### src/design/soc_bus_pkg.sv
package soc_bus_pkg;

	// Peripheral bus geometry
	localparam int PI1_DATA_W = 32;
	localparam int PI1_SEL_W = PI1_DATA_W / 8;
	localparam int PI1_ADDR_W = 30;
	localparam int PI1_OFFSET_W = 10;
	localparam int PI1_SLOT_W = 3;
	localparam int PI1_REGION_W = PI1_ADDR_W - PI1_SLOT_W - PI1_OFFSET_W;

	// Swap is a read and a write in the same access
	typedef enum logic [1:0] {
		PI1_OP_NONE  = 2'd0,
		PI1_OP_WRITE = 2'd1,
		PI1_OP_READ  = 2'd2,
		PI1_OP_SWAP  = 2'd3
	} pi1_op_t;

	// Word address, either flat or split into region, slot and offset
	typedef union packed {
		logic [PI1_ADDR_W-1:0] flat;
		struct packed {
			logic [PI1_REGION_W-1:0] region;
			logic [PI1_SLOT_W-1:0]   slot;
			logic [PI1_OFFSET_W-1:0] offset;
		} fields;
	} pi1_addr_u;

	function automatic logic op_reads(pi1_op_t op);
		return (op == PI1_OP_READ) || (op == PI1_OP_SWAP);
	endfunction

	function automatic logic op_writes(pi1_op_t op);
		return (op == PI1_OP_WRITE) || (op == PI1_OP_SWAP);
	endfunction

endpackage

### src/design/soc_map_pkg.sv
package soc_map_pkg;

	// Device slots, everything else decodes to the catch-all
	localparam logic [soc_bus_pkg::PI1_SLOT_W-1:0] SLOT_DEVTBL = 3'd0;
	localparam logic [soc_bus_pkg::PI1_SLOT_W-1:0] SLOT_INTCTRL = 3'd1;
	localparam int SLOT_COUNT = 8;

	// Device table contents, one entry per slot
	localparam logic [soc_bus_pkg::PI1_DATA_W-1:0] DEV_ID [SLOT_COUNT] = '{
		SLOT_DEVTBL:  32'd7,
		SLOT_INTCTRL: 32'd3,
		default:      32'd0
	};
	localparam logic [soc_bus_pkg::PI1_DATA_W-1:0] DEV_MAPSZ [SLOT_COUNT] = '{
		SLOT_DEVTBL:  32'h1000,
		SLOT_INTCTRL: 32'h1000,
		default:      32'd0
	};
	localparam logic DEV_USEINTR [SLOT_COUNT] = '{default: 1'b0};

	// Interrupt controller
	localparam int INT_SRC_COUNT = 2;
	localparam logic [soc_bus_pkg::PI1_DATA_W-1:0] INT_NONE = '1;

	// Register offsets in words
	localparam logic [soc_bus_pkg::PI1_OFFSET_W-1:0] DEVTBL_RSTCTL_OFS = 10'd16;
	localparam logic [soc_bus_pkg::PI1_OFFSET_W-1:0] INTCTRL_CLAIM_OFS = 10'd0;
	localparam logic [soc_bus_pkg::PI1_OFFSET_W-1:0] INTCTRL_MASK_OFS = 10'd1;

endpackage

### src/design/pi1_if.sv
interface pi1_if;
	import soc_bus_pkg::*;

	pi1_op_t                 op;
	// Only the offset within the slot reaches the slave
	logic [PI1_OFFSET_W-1:0] addr;
	logic [PI1_DATA_W-1:0]   wdata;
	logic [PI1_SEL_W-1:0]    sel;
	// Registered by the slave on the request edge
	logic [PI1_DATA_W-1:0]   rdata;

	modport master (
		output op, addr, wdata, sel,
		input  rdata
	);

	modport slave (
		input  op, addr, wdata, sel,
		output rdata
	);

endinterface

### src/design/dev_table.sv
module dev_table (
	input  logic  clk48mhz_i,
	input  logic  rst_p,
	pi1_if.slave  bus,
	output logic  rst0_o,
	output logic  rst1_o
);
	import soc_bus_pkg::*;
	import soc_map_pkg::*;

	logic [1:0]            rstctl_q;
	logic [PI1_SLOT_W-1:0] idx;
	logic                  in_table;
	logic                  rstctl_wr;
	logic [PI1_DATA_W-1:0] rd_word;

	// Two words per slot: id then map size
	assign idx      = bus.addr[PI1_SLOT_W:1];
	assign in_table = (bus.addr < PI1_OFFSET_W'(2 * SLOT_COUNT));

	always_comb begin
		rd_word = '0;
		if (in_table) begin
			if (bus.addr[0]) begin
				rd_word = DEV_MAPSZ[idx];
			end else begin
				rd_word = {DEV_USEINTR[idx], DEV_ID[idx][PI1_DATA_W-2:0]};
			end
		end else if (bus.addr == DEVTBL_RSTCTL_OFS) begin
			rd_word[1:0] = rstctl_q;
		end
	end

	assign rstctl_wr = op_writes(bus.op) && (bus.addr == DEVTBL_RSTCTL_OFS) && bus.sel[0];

	// Cleared by the system reset it requests
	always_ff @(posedge clk48mhz_i) begin
		if (rst_p) begin
			rstctl_q <= 2'b00;
		end else if (rstctl_wr) begin
			rstctl_q <= bus.wdata[1:0];
		end
	end

	always_ff @(posedge clk48mhz_i) begin
		if (op_reads(bus.op)) begin
			bus.rdata <= rd_word;
		end
	end

	assign rst0_o = rstctl_q[0];
	assign rst1_o = rstctl_q[1];

endmodule

### src/design/int_ctrl.sv
module int_ctrl (
	input  logic                                  clk48mhz_i,
	input  logic                                  rst_p,
	pi1_if.slave                                  bus,
	input  logic [soc_map_pkg::INT_SRC_COUNT-1:0] intrqst_src_i,
	output logic [soc_map_pkg::INT_SRC_COUNT-1:0] intrdy_src_o,
	output logic                                  intrqst_o,
	input  logic                                  intrdy_i
);
	import soc_bus_pkg::*;
	import soc_map_pkg::*;

	logic [INT_SRC_COUNT-1:0] pend_q;
	logic [INT_SRC_COUNT-1:0] mask_q;
	logic [INT_SRC_COUNT-1:0] active;
	logic [INT_SRC_COUNT-1:0] claim_oh;
	logic [PI1_DATA_W-1:0]    claim_word;
	logic [PI1_DATA_W-1:0]    rd_word;
	logic                     claim_rd;
	logic                     mask_wr;

	assign active = pend_q & mask_q;

	// Lowest enabled pending source wins
	always_comb begin
		claim_word = INT_NONE;
		claim_oh   = '0;
		for (int i = INT_SRC_COUNT - 1; i >= 0; i--) begin
			if (active[i]) begin
				claim_word = PI1_DATA_W'(i);
				claim_oh   = INT_SRC_COUNT'(1) << i;
			end
		end
	end

	assign claim_rd = op_reads(bus.op) && (bus.addr == INTCTRL_CLAIM_OFS);
	assign mask_wr  = op_writes(bus.op) && (bus.addr == INTCTRL_MASK_OFS) && bus.sel[0];

	always_ff @(posedge clk48mhz_i) begin
		if (rst_p) begin
			pend_q       <= '0;
			mask_q       <= '0;
			intrdy_src_o <= '0;
		end else begin
			// A source still asserting keeps its pending bit
			pend_q       <= (pend_q & ~(claim_rd ? claim_oh : '0)) | intrqst_src_i;
			intrdy_src_o <= claim_rd ? claim_oh : '0;
			if (mask_wr) begin
				mask_q <= bus.wdata[INT_SRC_COUNT-1:0];
			end
		end
	end

	always_comb begin
		rd_word = '0;
		if (bus.addr == INTCTRL_CLAIM_OFS) begin
			rd_word = claim_word;
		end else if (bus.addr == INTCTRL_MASK_OFS) begin
			rd_word[INT_SRC_COUNT-1:0] = mask_q;
		end
	end

	always_ff @(posedge clk48mhz_i) begin
		if (op_reads(bus.op)) begin
			bus.rdata <= rd_word;
		end
	end

	assign intrqst_o = (|active) & intrdy_i;

	a_ack_onehot: assert property (@(posedge clk48mhz_i) $onehot0(intrdy_src_o))
		else $error("More than one source acknowledged");

endmodule

### src/design/pi1_router.sv
module pi1_router (
	input  logic                               clk48mhz_i,
	input  logic                               rst_p,
	input  soc_bus_pkg::pi1_op_t               op_i,
	input  soc_bus_pkg::pi1_addr_u             addr_i,
	input  logic [soc_bus_pkg::PI1_DATA_W-1:0] data_i,
	input  logic [soc_bus_pkg::PI1_SEL_W-1:0]  sel_i,
	output logic [soc_bus_pkg::PI1_DATA_W-1:0] data_o,
	pi1_if.master                              dev,
	pi1_if.master                              intc
);
	import soc_bus_pkg::*;
	import soc_map_pkg::*;

	logic                  region_ok;
	logic                  hit_dev;
	logic                  hit_intc;
	logic                  rd_valid_q;
	logic [PI1_SLOT_W-1:0] rd_slot_q;

	// Only region zero is mapped
	assign region_ok = (addr_i.fields.region == '0);
	assign hit_dev   = region_ok && (addr_i.fields.slot == SLOT_DEVTBL);
	assign hit_intc  = region_ok && (addr_i.fields.slot == SLOT_INTCTRL);

	// Steer the request, the idle link sees no op
	assign dev.op    = hit_dev ? op_i : PI1_OP_NONE;
	assign dev.addr  = addr_i.fields.offset;
	assign dev.wdata = data_i;
	assign dev.sel   = sel_i;

	assign intc.op    = hit_intc ? op_i : PI1_OP_NONE;
	assign intc.addr  = addr_i.fields.offset;
	assign intc.wdata = data_i;
	assign intc.sel   = sel_i;

	// Remember where a read went so the data can be picked next cycle
	always_ff @(posedge clk48mhz_i) begin
		if (rst_p) begin
			rd_valid_q <= 1'b0;
		end else begin
			rd_valid_q <= op_reads(op_i) && region_ok;
		end
		rd_slot_q <= addr_i.fields.slot;
	end

	// Unmapped slots return zero
	always_comb begin
		data_o = '0;
		if (rd_valid_q) begin
			case (rd_slot_q)
				SLOT_DEVTBL:  data_o = dev.rdata;
				SLOT_INTCTRL: data_o = intc.rdata;
				default:      data_o = '0;
			endcase
		end
	end

	a_one_link: assert property (@(posedge clk48mhz_i)
		$onehot0({dev.op != PI1_OP_NONE, intc.op != PI1_OP_NONE}))
		else $error("Both slave links active");

endmodule

### src/design/rst_seq.sv
module rst_seq #(
	parameter int RST_CNTR_BITSZ = 16
) (
	input  logic clk48mhz_i,
	input  logic rst_p,
	input  logic cpu_rst_req_i,
	input  logic rst0_i,
	input  logic rst1_i,
	output logic sys_rst_o
);

	logic [RST_CNTR_BITSZ-1:0] cntr;
	logic                      pwroff_q;
	logic                      sw_warm;
	logic                      sw_cold;
	logic                      sw_pwroff;
	logic                      restart;

	// Software requests from the two reset bits
	assign sw_cold   = rst0_i & rst1_i;
	assign sw_warm   = ~rst0_i & rst1_i;
	assign sw_pwroff = rst0_i & ~rst1_i;

	// No global reset primitive, so warm and cold both rerun the stretch
	assign restart = rst_p | cpu_rst_req_i | sw_warm | sw_cold;

	always_ff @(posedge clk48mhz_i) begin
		if (restart) begin
			cntr <= '1;
		end else if (cntr != '0) begin
			cntr <= cntr - 1'b1;
		end
	end

	// Power-off holds the system until the board reset
	always_ff @(posedge clk48mhz_i) begin
		if (rst_p) begin
			pwroff_q <= 1'b0;
		end else if (sw_pwroff) begin
			pwroff_q <= 1'b1;
		end
	end

	assign sys_rst_o = rst_p | (|cntr) | pwroff_q;

	a_rst_stretch: assert property (@(posedge clk48mhz_i) rst_p |=> sys_rst_o)
		else $error("sys_rst_o low right after rst_p");

endmodule

### src/design/soc_top.sv
module soc_top #(
	parameter int RST_CNTR_BITSZ = 16
) (
	input  logic                                  clk48mhz_i,
	input  logic                                  rst_p,
	input  logic                                  cpu_rst_req_i,
	input  soc_bus_pkg::pi1_op_t                  pi1_op_i,
	input  logic [soc_bus_pkg::PI1_ADDR_W-1:0]    pi1_addr_i,
	input  logic [soc_bus_pkg::PI1_DATA_W-1:0]    pi1_data_i,
	input  logic [soc_bus_pkg::PI1_SEL_W-1:0]     pi1_sel_i,
	output logic [soc_bus_pkg::PI1_DATA_W-1:0]    pi1_data_o,
	input  logic [soc_map_pkg::INT_SRC_COUNT-1:0] intrqst_src_i,
	output logic [soc_map_pkg::INT_SRC_COUNT-1:0] intrdy_src_o,
	output logic                                  intrqst_o,
	input  logic                                  intrdy_i,
	output logic                                  sys_rst_o
);

	logic rst0;
	logic rst1;

	pi1_if pi1_dev ();
	pi1_if pi1_int ();

	rst_seq #(
		.RST_CNTR_BITSZ (RST_CNTR_BITSZ)
	) u_rst_seq (
		.clk48mhz_i    (clk48mhz_i),
		.rst_p         (rst_p),
		.cpu_rst_req_i (cpu_rst_req_i),
		.rst0_i        (rst0),
		.rst1_i        (rst1),
		.sys_rst_o     (sys_rst_o)
	);

	// Flat address port feeds the decoded view of the router
	pi1_router u_router (
		.clk48mhz_i (clk48mhz_i),
		.rst_p      (sys_rst_o),
		.op_i       (pi1_op_i),
		.addr_i     (pi1_addr_i),
		.data_i     (pi1_data_i),
		.sel_i      (pi1_sel_i),
		.data_o     (pi1_data_o),
		.dev        (pi1_dev.master),
		.intc       (pi1_int.master)
	);

	dev_table u_dev_table (
		.clk48mhz_i (clk48mhz_i),
		.rst_p      (sys_rst_o),
		.bus        (pi1_dev.slave),
		.rst0_o     (rst0),
		.rst1_o     (rst1)
	);

	int_ctrl u_int_ctrl (
		.clk48mhz_i    (clk48mhz_i),
		.rst_p         (sys_rst_o),
		.bus           (pi1_int.slave),
		.intrqst_src_i (intrqst_src_i),
		.intrdy_src_o  (intrdy_src_o),
		.intrqst_o     (intrqst_o),
		.intrdy_i      (intrdy_i)
	);

endmodule

### config.mk
export PLATFORM = sky130hd
export DESIGN_NAME = soc_top
export DESIGN_NICKNAME = d
export VERILOG_FILES = /design/src/design/soc_bus_pkg.sv /design/src/design/soc_map_pkg.sv /design/src/design/pi1_if.sv /design/src/design/dev_table.sv /design/src/design/int_ctrl.sv /design/src/design/pi1_router.sv /design/src/design/rst_seq.sv /design/src/design/soc_top.sv
export SDC_FILE = /design/constraint.sdc
export NUM_CORES = 1
export LEC_CHECK = 0
export BUFFER_PORTS_ARGS = -buffer_cell sky130_fd_sc_hd__buf_2
export CAP_MARGIN = 30
export CORE_ASPECT_RATIO = 0.9
export CORE_UTILIZATION = 47
export DETAILED_ROUTE_END_ITERATION = 8
export GPL_TIMING_DRIVEN = 0
export PLACE_DENSITY = 0.84
export REMOVE_ABC_BUFFERS = 1
export SLEW_MARGIN = 0
export SYNTH_ARGS = -nofsm -noshare
export SYNTH_HDL_FRONTEND = slang
export SYNTH_SLANG_ARGS = --single-unit
### constraint.sdc
create_clock -name clk48mhz_i -period 4.3 [get_ports clk48mhz_i]
set_input_delay 0.645 -clock clk48mhz_i [delete_from_list [all_inputs] [get_ports clk48mhz_i]]
set_output_delay 0.645 -clock clk48mhz_i [all_outputs]
set_load 0.02 [all_outputs]
## Yosys cells after proc, flatten, opt, wreduce, memory -nomap -nowiden

Memory sizes are Yosys's and may differ from the RTL's.
Cells that the tools add are included.
Widths: inputs -> output; s select.

- Register bits after elaboration: 93
- Memory bits (read-only): 520
- Output and inout bits: 36
- Memories: 3
- Logic and storage cells: 88
- Input port bits: 74

- Bitwise operators: 17
- Reductions and logical operators: 21
- Order comparisons: 2
- Equality and inequality tests: 12
- $add $sub $neg: 1
- Muxes and demuxes: 20

Memory list:

| name | words | bits a word | read ports | clocked after memory_dff | write ports | RTL line | text |
|---|---|---|---|---|---|---|---|
| (name not given) | 8 | 32 | 1 | 0 | 0 | dev_table.sv:25 | `rd_word = DEV_MAPSZ[idx];` |
| (name not given) | 8 | 32 | 1 | 0 | 0 | dev_table.sv:27 | `rd_word = {DEV_USEINTR[idx], DEV_ID[idx][PI1_DATA_W-2:0]};` |
| (name not given) | 8 | 1 | 1 | 0 | 0 | dev_table.sv:27 |  |

Operators with widths:

| operator | count |
|---|---|
| $mux 32 | 5 |
| $pmux 32 s2 | 1 |
| $mux 31 | 2 |
| $mux 2 | 10 |
| $logic_not 17->1 | 1 |
| $reduce_bool 16->1 | 1 |
| $reduce_or 16->1 | 1 |
| $sub 16x1->16 const B | 1 |
| $eq 2x2->1 const B | 6 |
| $eq 10x1->1 const B | 1 |
| $eq 10x5->1 const B | 1 |
| $logic_not 10->1 | 1 |
| $lt 10x5->1 const B | 1 |
| $logic_and 1x1->1 | 8 |
| $eq 3x1->1 const B | 2 |
| $logic_not 3->1 | 2 |
| $logic_or 1x1->1 | 5 |
| $or 1x1->1 | 5 |
| $and 1x1->1 | 4 |
| $and 2x2->2 | 2 |
| $eq 2x1->1 const B | 2 |
| $ge 4x4->1 const B | 1 |
| $not 3->4 | 1 |
| $reduce_or 2->1 | 2 |
| other kinds (4) | 7 |

## Longest topological paths before layout

- Depth in word-level cells: 10
- Gate-level depth with buffers: 8
- Gate-level depth less buffers: 7

## Hierarchy

Synthesis repeated with hierarchy kept, for this count alone.

- Cell total of the unflattened synthesis: 416
- Area, all modules: 3,489.6 um^2

Modules (own cells, without submodules):

| module | cells an instance | instances | area an instance (um^2) |
|---|---|---|---|
| pi1_router | 187 | 1 | 1,471.4 |
| rst_seq | 101 | 1 | 847.1 |
| int_ctrl | 72 | 1 | 655.6 |
| dev_table | 56 | 1 | 515.5 |

## Least setup slack after synthesis

No wires, ideal clock.

- Path kind: reg2out
- Start: register u_router.rd_slot_q[1]
- End: output pi1_data_o[10] (netlist bit)
- Arrival: 1,920 ps
- Path buffers: 1
- Cell stages (with the launch flop): 5
- Setup slack: 1,735 ps
- Cells stage by stage: dfxtp_1 nor2_1 nand2_1 nor2_1 buf_4

- Cells in the longest elaborated chain, start to end: 3

RTL lines:

| item | RTL line | text |
|---|---|---|
| start: declaration | pi1_router.sv:19 | `logic [PI1_SLOT_W-1:0] rd_slot_q;` |
| start signal: assignment | pi1_router.sv:44 | `rd_slot_q <= addr_i.fields.slot;` |
| $eq 3x1->1 / $logic_not 3->1 (equally long branches) | pi1_router.sv:51 | `case (rd_slot_q)` |
| $pmux 32 s2 (*) | pi1_router.sv:51 |  |
| $mux 32 (*) | pi1_router.sv:50 | `if (rd_valid_q) begin` |
| end: declaration | soc_top.sv:11 | `output logic [soc_bus_pkg::PI1_DATA_W-1:0] pi1_data_o,` |

Mark *: on every way between the ends. The rest lies on a longest branch, timed or not.

## Final worst setup path

- Start: register u_rst_seq.cntr[0]
- End: output sys_rst_o

- Cells in the longest elaborated chain, start to end: 3

RTL lines:

| item | RTL line | text |
|---|---|---|
| start: declaration | rst_seq.sv:12 | `logic [RST_CNTR_BITSZ-1:0] cntr;` |
| start signal: assignment | rst_seq.sv:31 | `cntr <= cntr - 1'b1;` |
| $reduce_or 16->1 | rst_seq.sv:44 | `assign sys_rst_o = rst_p \| (\|cntr) \| pwroff_q;` |
| $or 1x1->1 (2 in series) | rst_seq.sv:44 |  |
| end: declaration | soc_top.sv:16 | `output logic sys_rst_o` |

Every way passes these cells.

==> qor.csv <==
stage;metric;value;unit
status;status;completed;
worst_setup_path;critPathBufInv;2;
sta;fin_crit;2860;ps
grt;grt_max_degree;29;
power_and_ir_drop;power_density;298;nW/um2
drt;drc_errors;0;
grt;grt_pass1_vias;1412;
clocking;insertion_delay;290;ps
worst_setup_path;cp.required;3650;ps
worst_setup_path;crit_path_start_kind;register;
clocking;hold_buffers;0;
drt;first_pass_iters;4;
drt;antenna_left;0;
worst_setup_path;cpMaxStageDelayCell;or4_4;
yosys;syn_area;1920;um2
min_path;min_path_cells;1;
clocking;clk_pin_slew;70;ps
yosys;yosys_warnings;0;
worst_setup_path;crit_type;reg -> out;
floorplanning;ios;110;
drt;drtIter0Drc;72;
grt;gr-total-overflow;0;
clocking;numCtsBuffers;5;
sta;setup_viol;0;
sta;timing.fmax;350;MHz
sta;max_slew.worst_pin.slew;946;ps
sta;final-hold-violation-count;0;
clocking;post-cts-setup-buffer-count;0;
clocking;cts_root_buf;clkbuf_8;
placement;dp_cells;302;
yosys;yosysTopAreaCellShare;30.2;%
yosys;synth_area_per_cell;9.14;um2
worst_setup_path;reg2reg_depth;6;
placement;placed_area;2140;um2
worst_setup_path;cp_slowest_stage_delay;560;ps
yosys;seq_area_frac_synth;41.2;%
worst_setup_path;cp_top_family;simple AND/OR/NAND/NOR gates;
worst_setup_path;cp_num_cells;6;
final_layout;post-route-util;59.2;%
min_path;hp-class;in -> reg;
final_layout;nets;340;
final_layout;layout-drive-gt1-share;36.2;%
clocking;cts_buffer_depth;2;
clocking;ctsResizeCount;0;
final_layout;synthToLayoutAreaGrowth;17.5;%
worst_setup_path;reg2reg_slack;2220;ps
drt;vias_per_cell;5.08;
floorplanning;die-area;4340;um2
final_layout;diodes;0;
drt;vias;1580;
worst_setup_path;path_cells;inv_1, ha_1, nor4b_2, nand2_1, or4_4, buf_2;
drt;wl;3.66;mm
clocking;cts_tree;yes;
final_layout;fin_cells;311;
grt;track_usage;18.2;%
floorplanning;die_h;62.6;um
placement;portBuffers;76;
floorplanning;initial_core_util;50.4;%
floorplanning;die_w;69.4;um
placement;hpwl;2.73;mm
sta;drv_slew;0;
run;maxCapViolations;0;
worst_setup_path;crit_fanout;10;
clocking;cts_max_level;2;
sta;period_share;66.5;%
yosys;synthTopCellsByArea;dfxtp_1 (30%), edfxtp_1 (11%), buf_4 (11%);
yosys;synth_top_cell_by_area;dfxtp_1;
power_and_ir_drop;p_leak;0.961;nW
drt;route.detailed.wl_per_inst;11.8;um
yosys;synth_commonest_cells;dfxtp_1 (29), nand2_1 (28), buf_4 (27);
floorplanning;coreArea;3810;um2
worst_setup_path;arrival;2220;ps
sta;finalSetupTns;0;ps
yosys;synth_edf_count;7;
sta;maxSlewHeadroom;36.6;%
grt;grt_pass1_wl;6.22;mm
sta;finClkSkew;6.17;ps
sta;rsz0062_at_grt;false;
yosys;synth_ff_type;dfxtp_1;
yosys;async_flop_share;0;%
clocking;clock-sinks;36;
final_layout;final_area;2260;um2
placement;gp_congestion;0.744;
grt;grt_antenna_before_repair;0;
power_and_ir_drop;power.total;0.672;mW
power_and_ir_drop;ir_drop;0.253;mV
yosys;yosysMostFrequentCell;dfxtp_1;
yosys;synth_cells;210;
worst_setup_path;end_kind;primary output;
floorplanning;rows;21;
yosys;ys_ff_latch;36;
yosys;synth_cell_type_count;40;
per-stage QoR:
stage,setup slack [ps],hold WS [ps]
finish,1440,486
global route,1320,478
CTS,1430,473
detailed placement,1750,473
global placement,1720,454
floorplan,-3670,438
logic make-up (layout without fill, tap and decap cells):
logic type | count (synthesis) | count (layout) | share of synthesized area, %
simple gates | 103 | 103 | 30.8
buf+inv | 37 | 92 | 12.9
flops | 36 | 36 | 41.2
compound gates | 13 | 13 | 4.56
xor+xnor | 11 | 11 | 5.02
mux | 8 | 8 | 4.24
fa+ha+maj | 2 | 2 | 1.30
area by class of cell:
cell class	count	area, um2
well taps	46	57.6
flip-flops and latches	36	791
clock inverters	2	35.0
fillers	332	1550
inverters	7	26.3
repair buffers	77	388
clock buffers	6	72.6
multi-input cells	137	886
flip-flops by register name, summed over array words and instances (netlist names):
name and cells:
u_int_ctrl.mask_q 2, u_router.rd_valid_q 1, u_rst_seq.pwroff_q 1, u_int_ctrl.bus.rdata 3, u_dev_table.rstctl_q 2, u_int_ctrl.pend_q 2
u_dev_table.bus.rdata 4, u_int_ctrl.intrdy_src_o 2, u_rst_seq.cntr 16, u_router.rd_slot_q 3
where the power goes:
part	internal (mW)	total, mW	switching [mW]
clock	0.172	0.289	0.117
combinational	0.0192	0.0358	0.0167
sequential	0.345	0.347	0.00189
worst paths after layout:
| check | start | end |
|---|---|---|
| min reg2reg | u_rst_seq.pwroff_q | u_rst_seq.pwroff_q |
| max reg2reg | u_rst_seq.cntr[0] | u_int_ctrl.intrdy_src_o[1] |
| max | u_rst_seq.cntr[0] | sys_rst_o |
| min | pi1_addr_i[12] | u_router.rd_slot_q[2] |
routing by layer:
| layer | routed length [um] | global-route usage (%) | share of wire, % |
|---|---|---|---|
| met1 | 1530 | 20.0 | 42 |
| met2 | 1820 | 32.5 | 50 |
| met3 | 253 | 5.97 | 6.9 |
| met4 | 55 | 6.89 | 1.5 |
| met5 | 0 | 0 | 0 |
cell usage in the layout (no fill, tap or decap), drive strengths merged, types with 2 or more instances in the layout:
master / netlist / routed
nor2: 21 / 21
nand2: 28 / 28
mux2i: 7 / 7
ha: 2 / 2
nor3b: 3 / 3
o31ai: 2 / 2
a21oi: 4 / 4
a21boi: 2 / 2
xor2: 10 / 10
nand4b: 4 / 4
inv: 7 / 7
dfxtp: 29 / 29
nand3: 9 / 9
nor4: 10 / 10
or2: 2 / 2
edfxtp: 7 / 7
nor2b: 2 / 2
nor4b: 4 / 4
buf: 28 / 77
nand2b: 3 / 3
nand4: 6 / 6
clkbuf: 2 / 6
nor3: 7 / 7
Note: power is estimated with default switching activity, not from simulation.
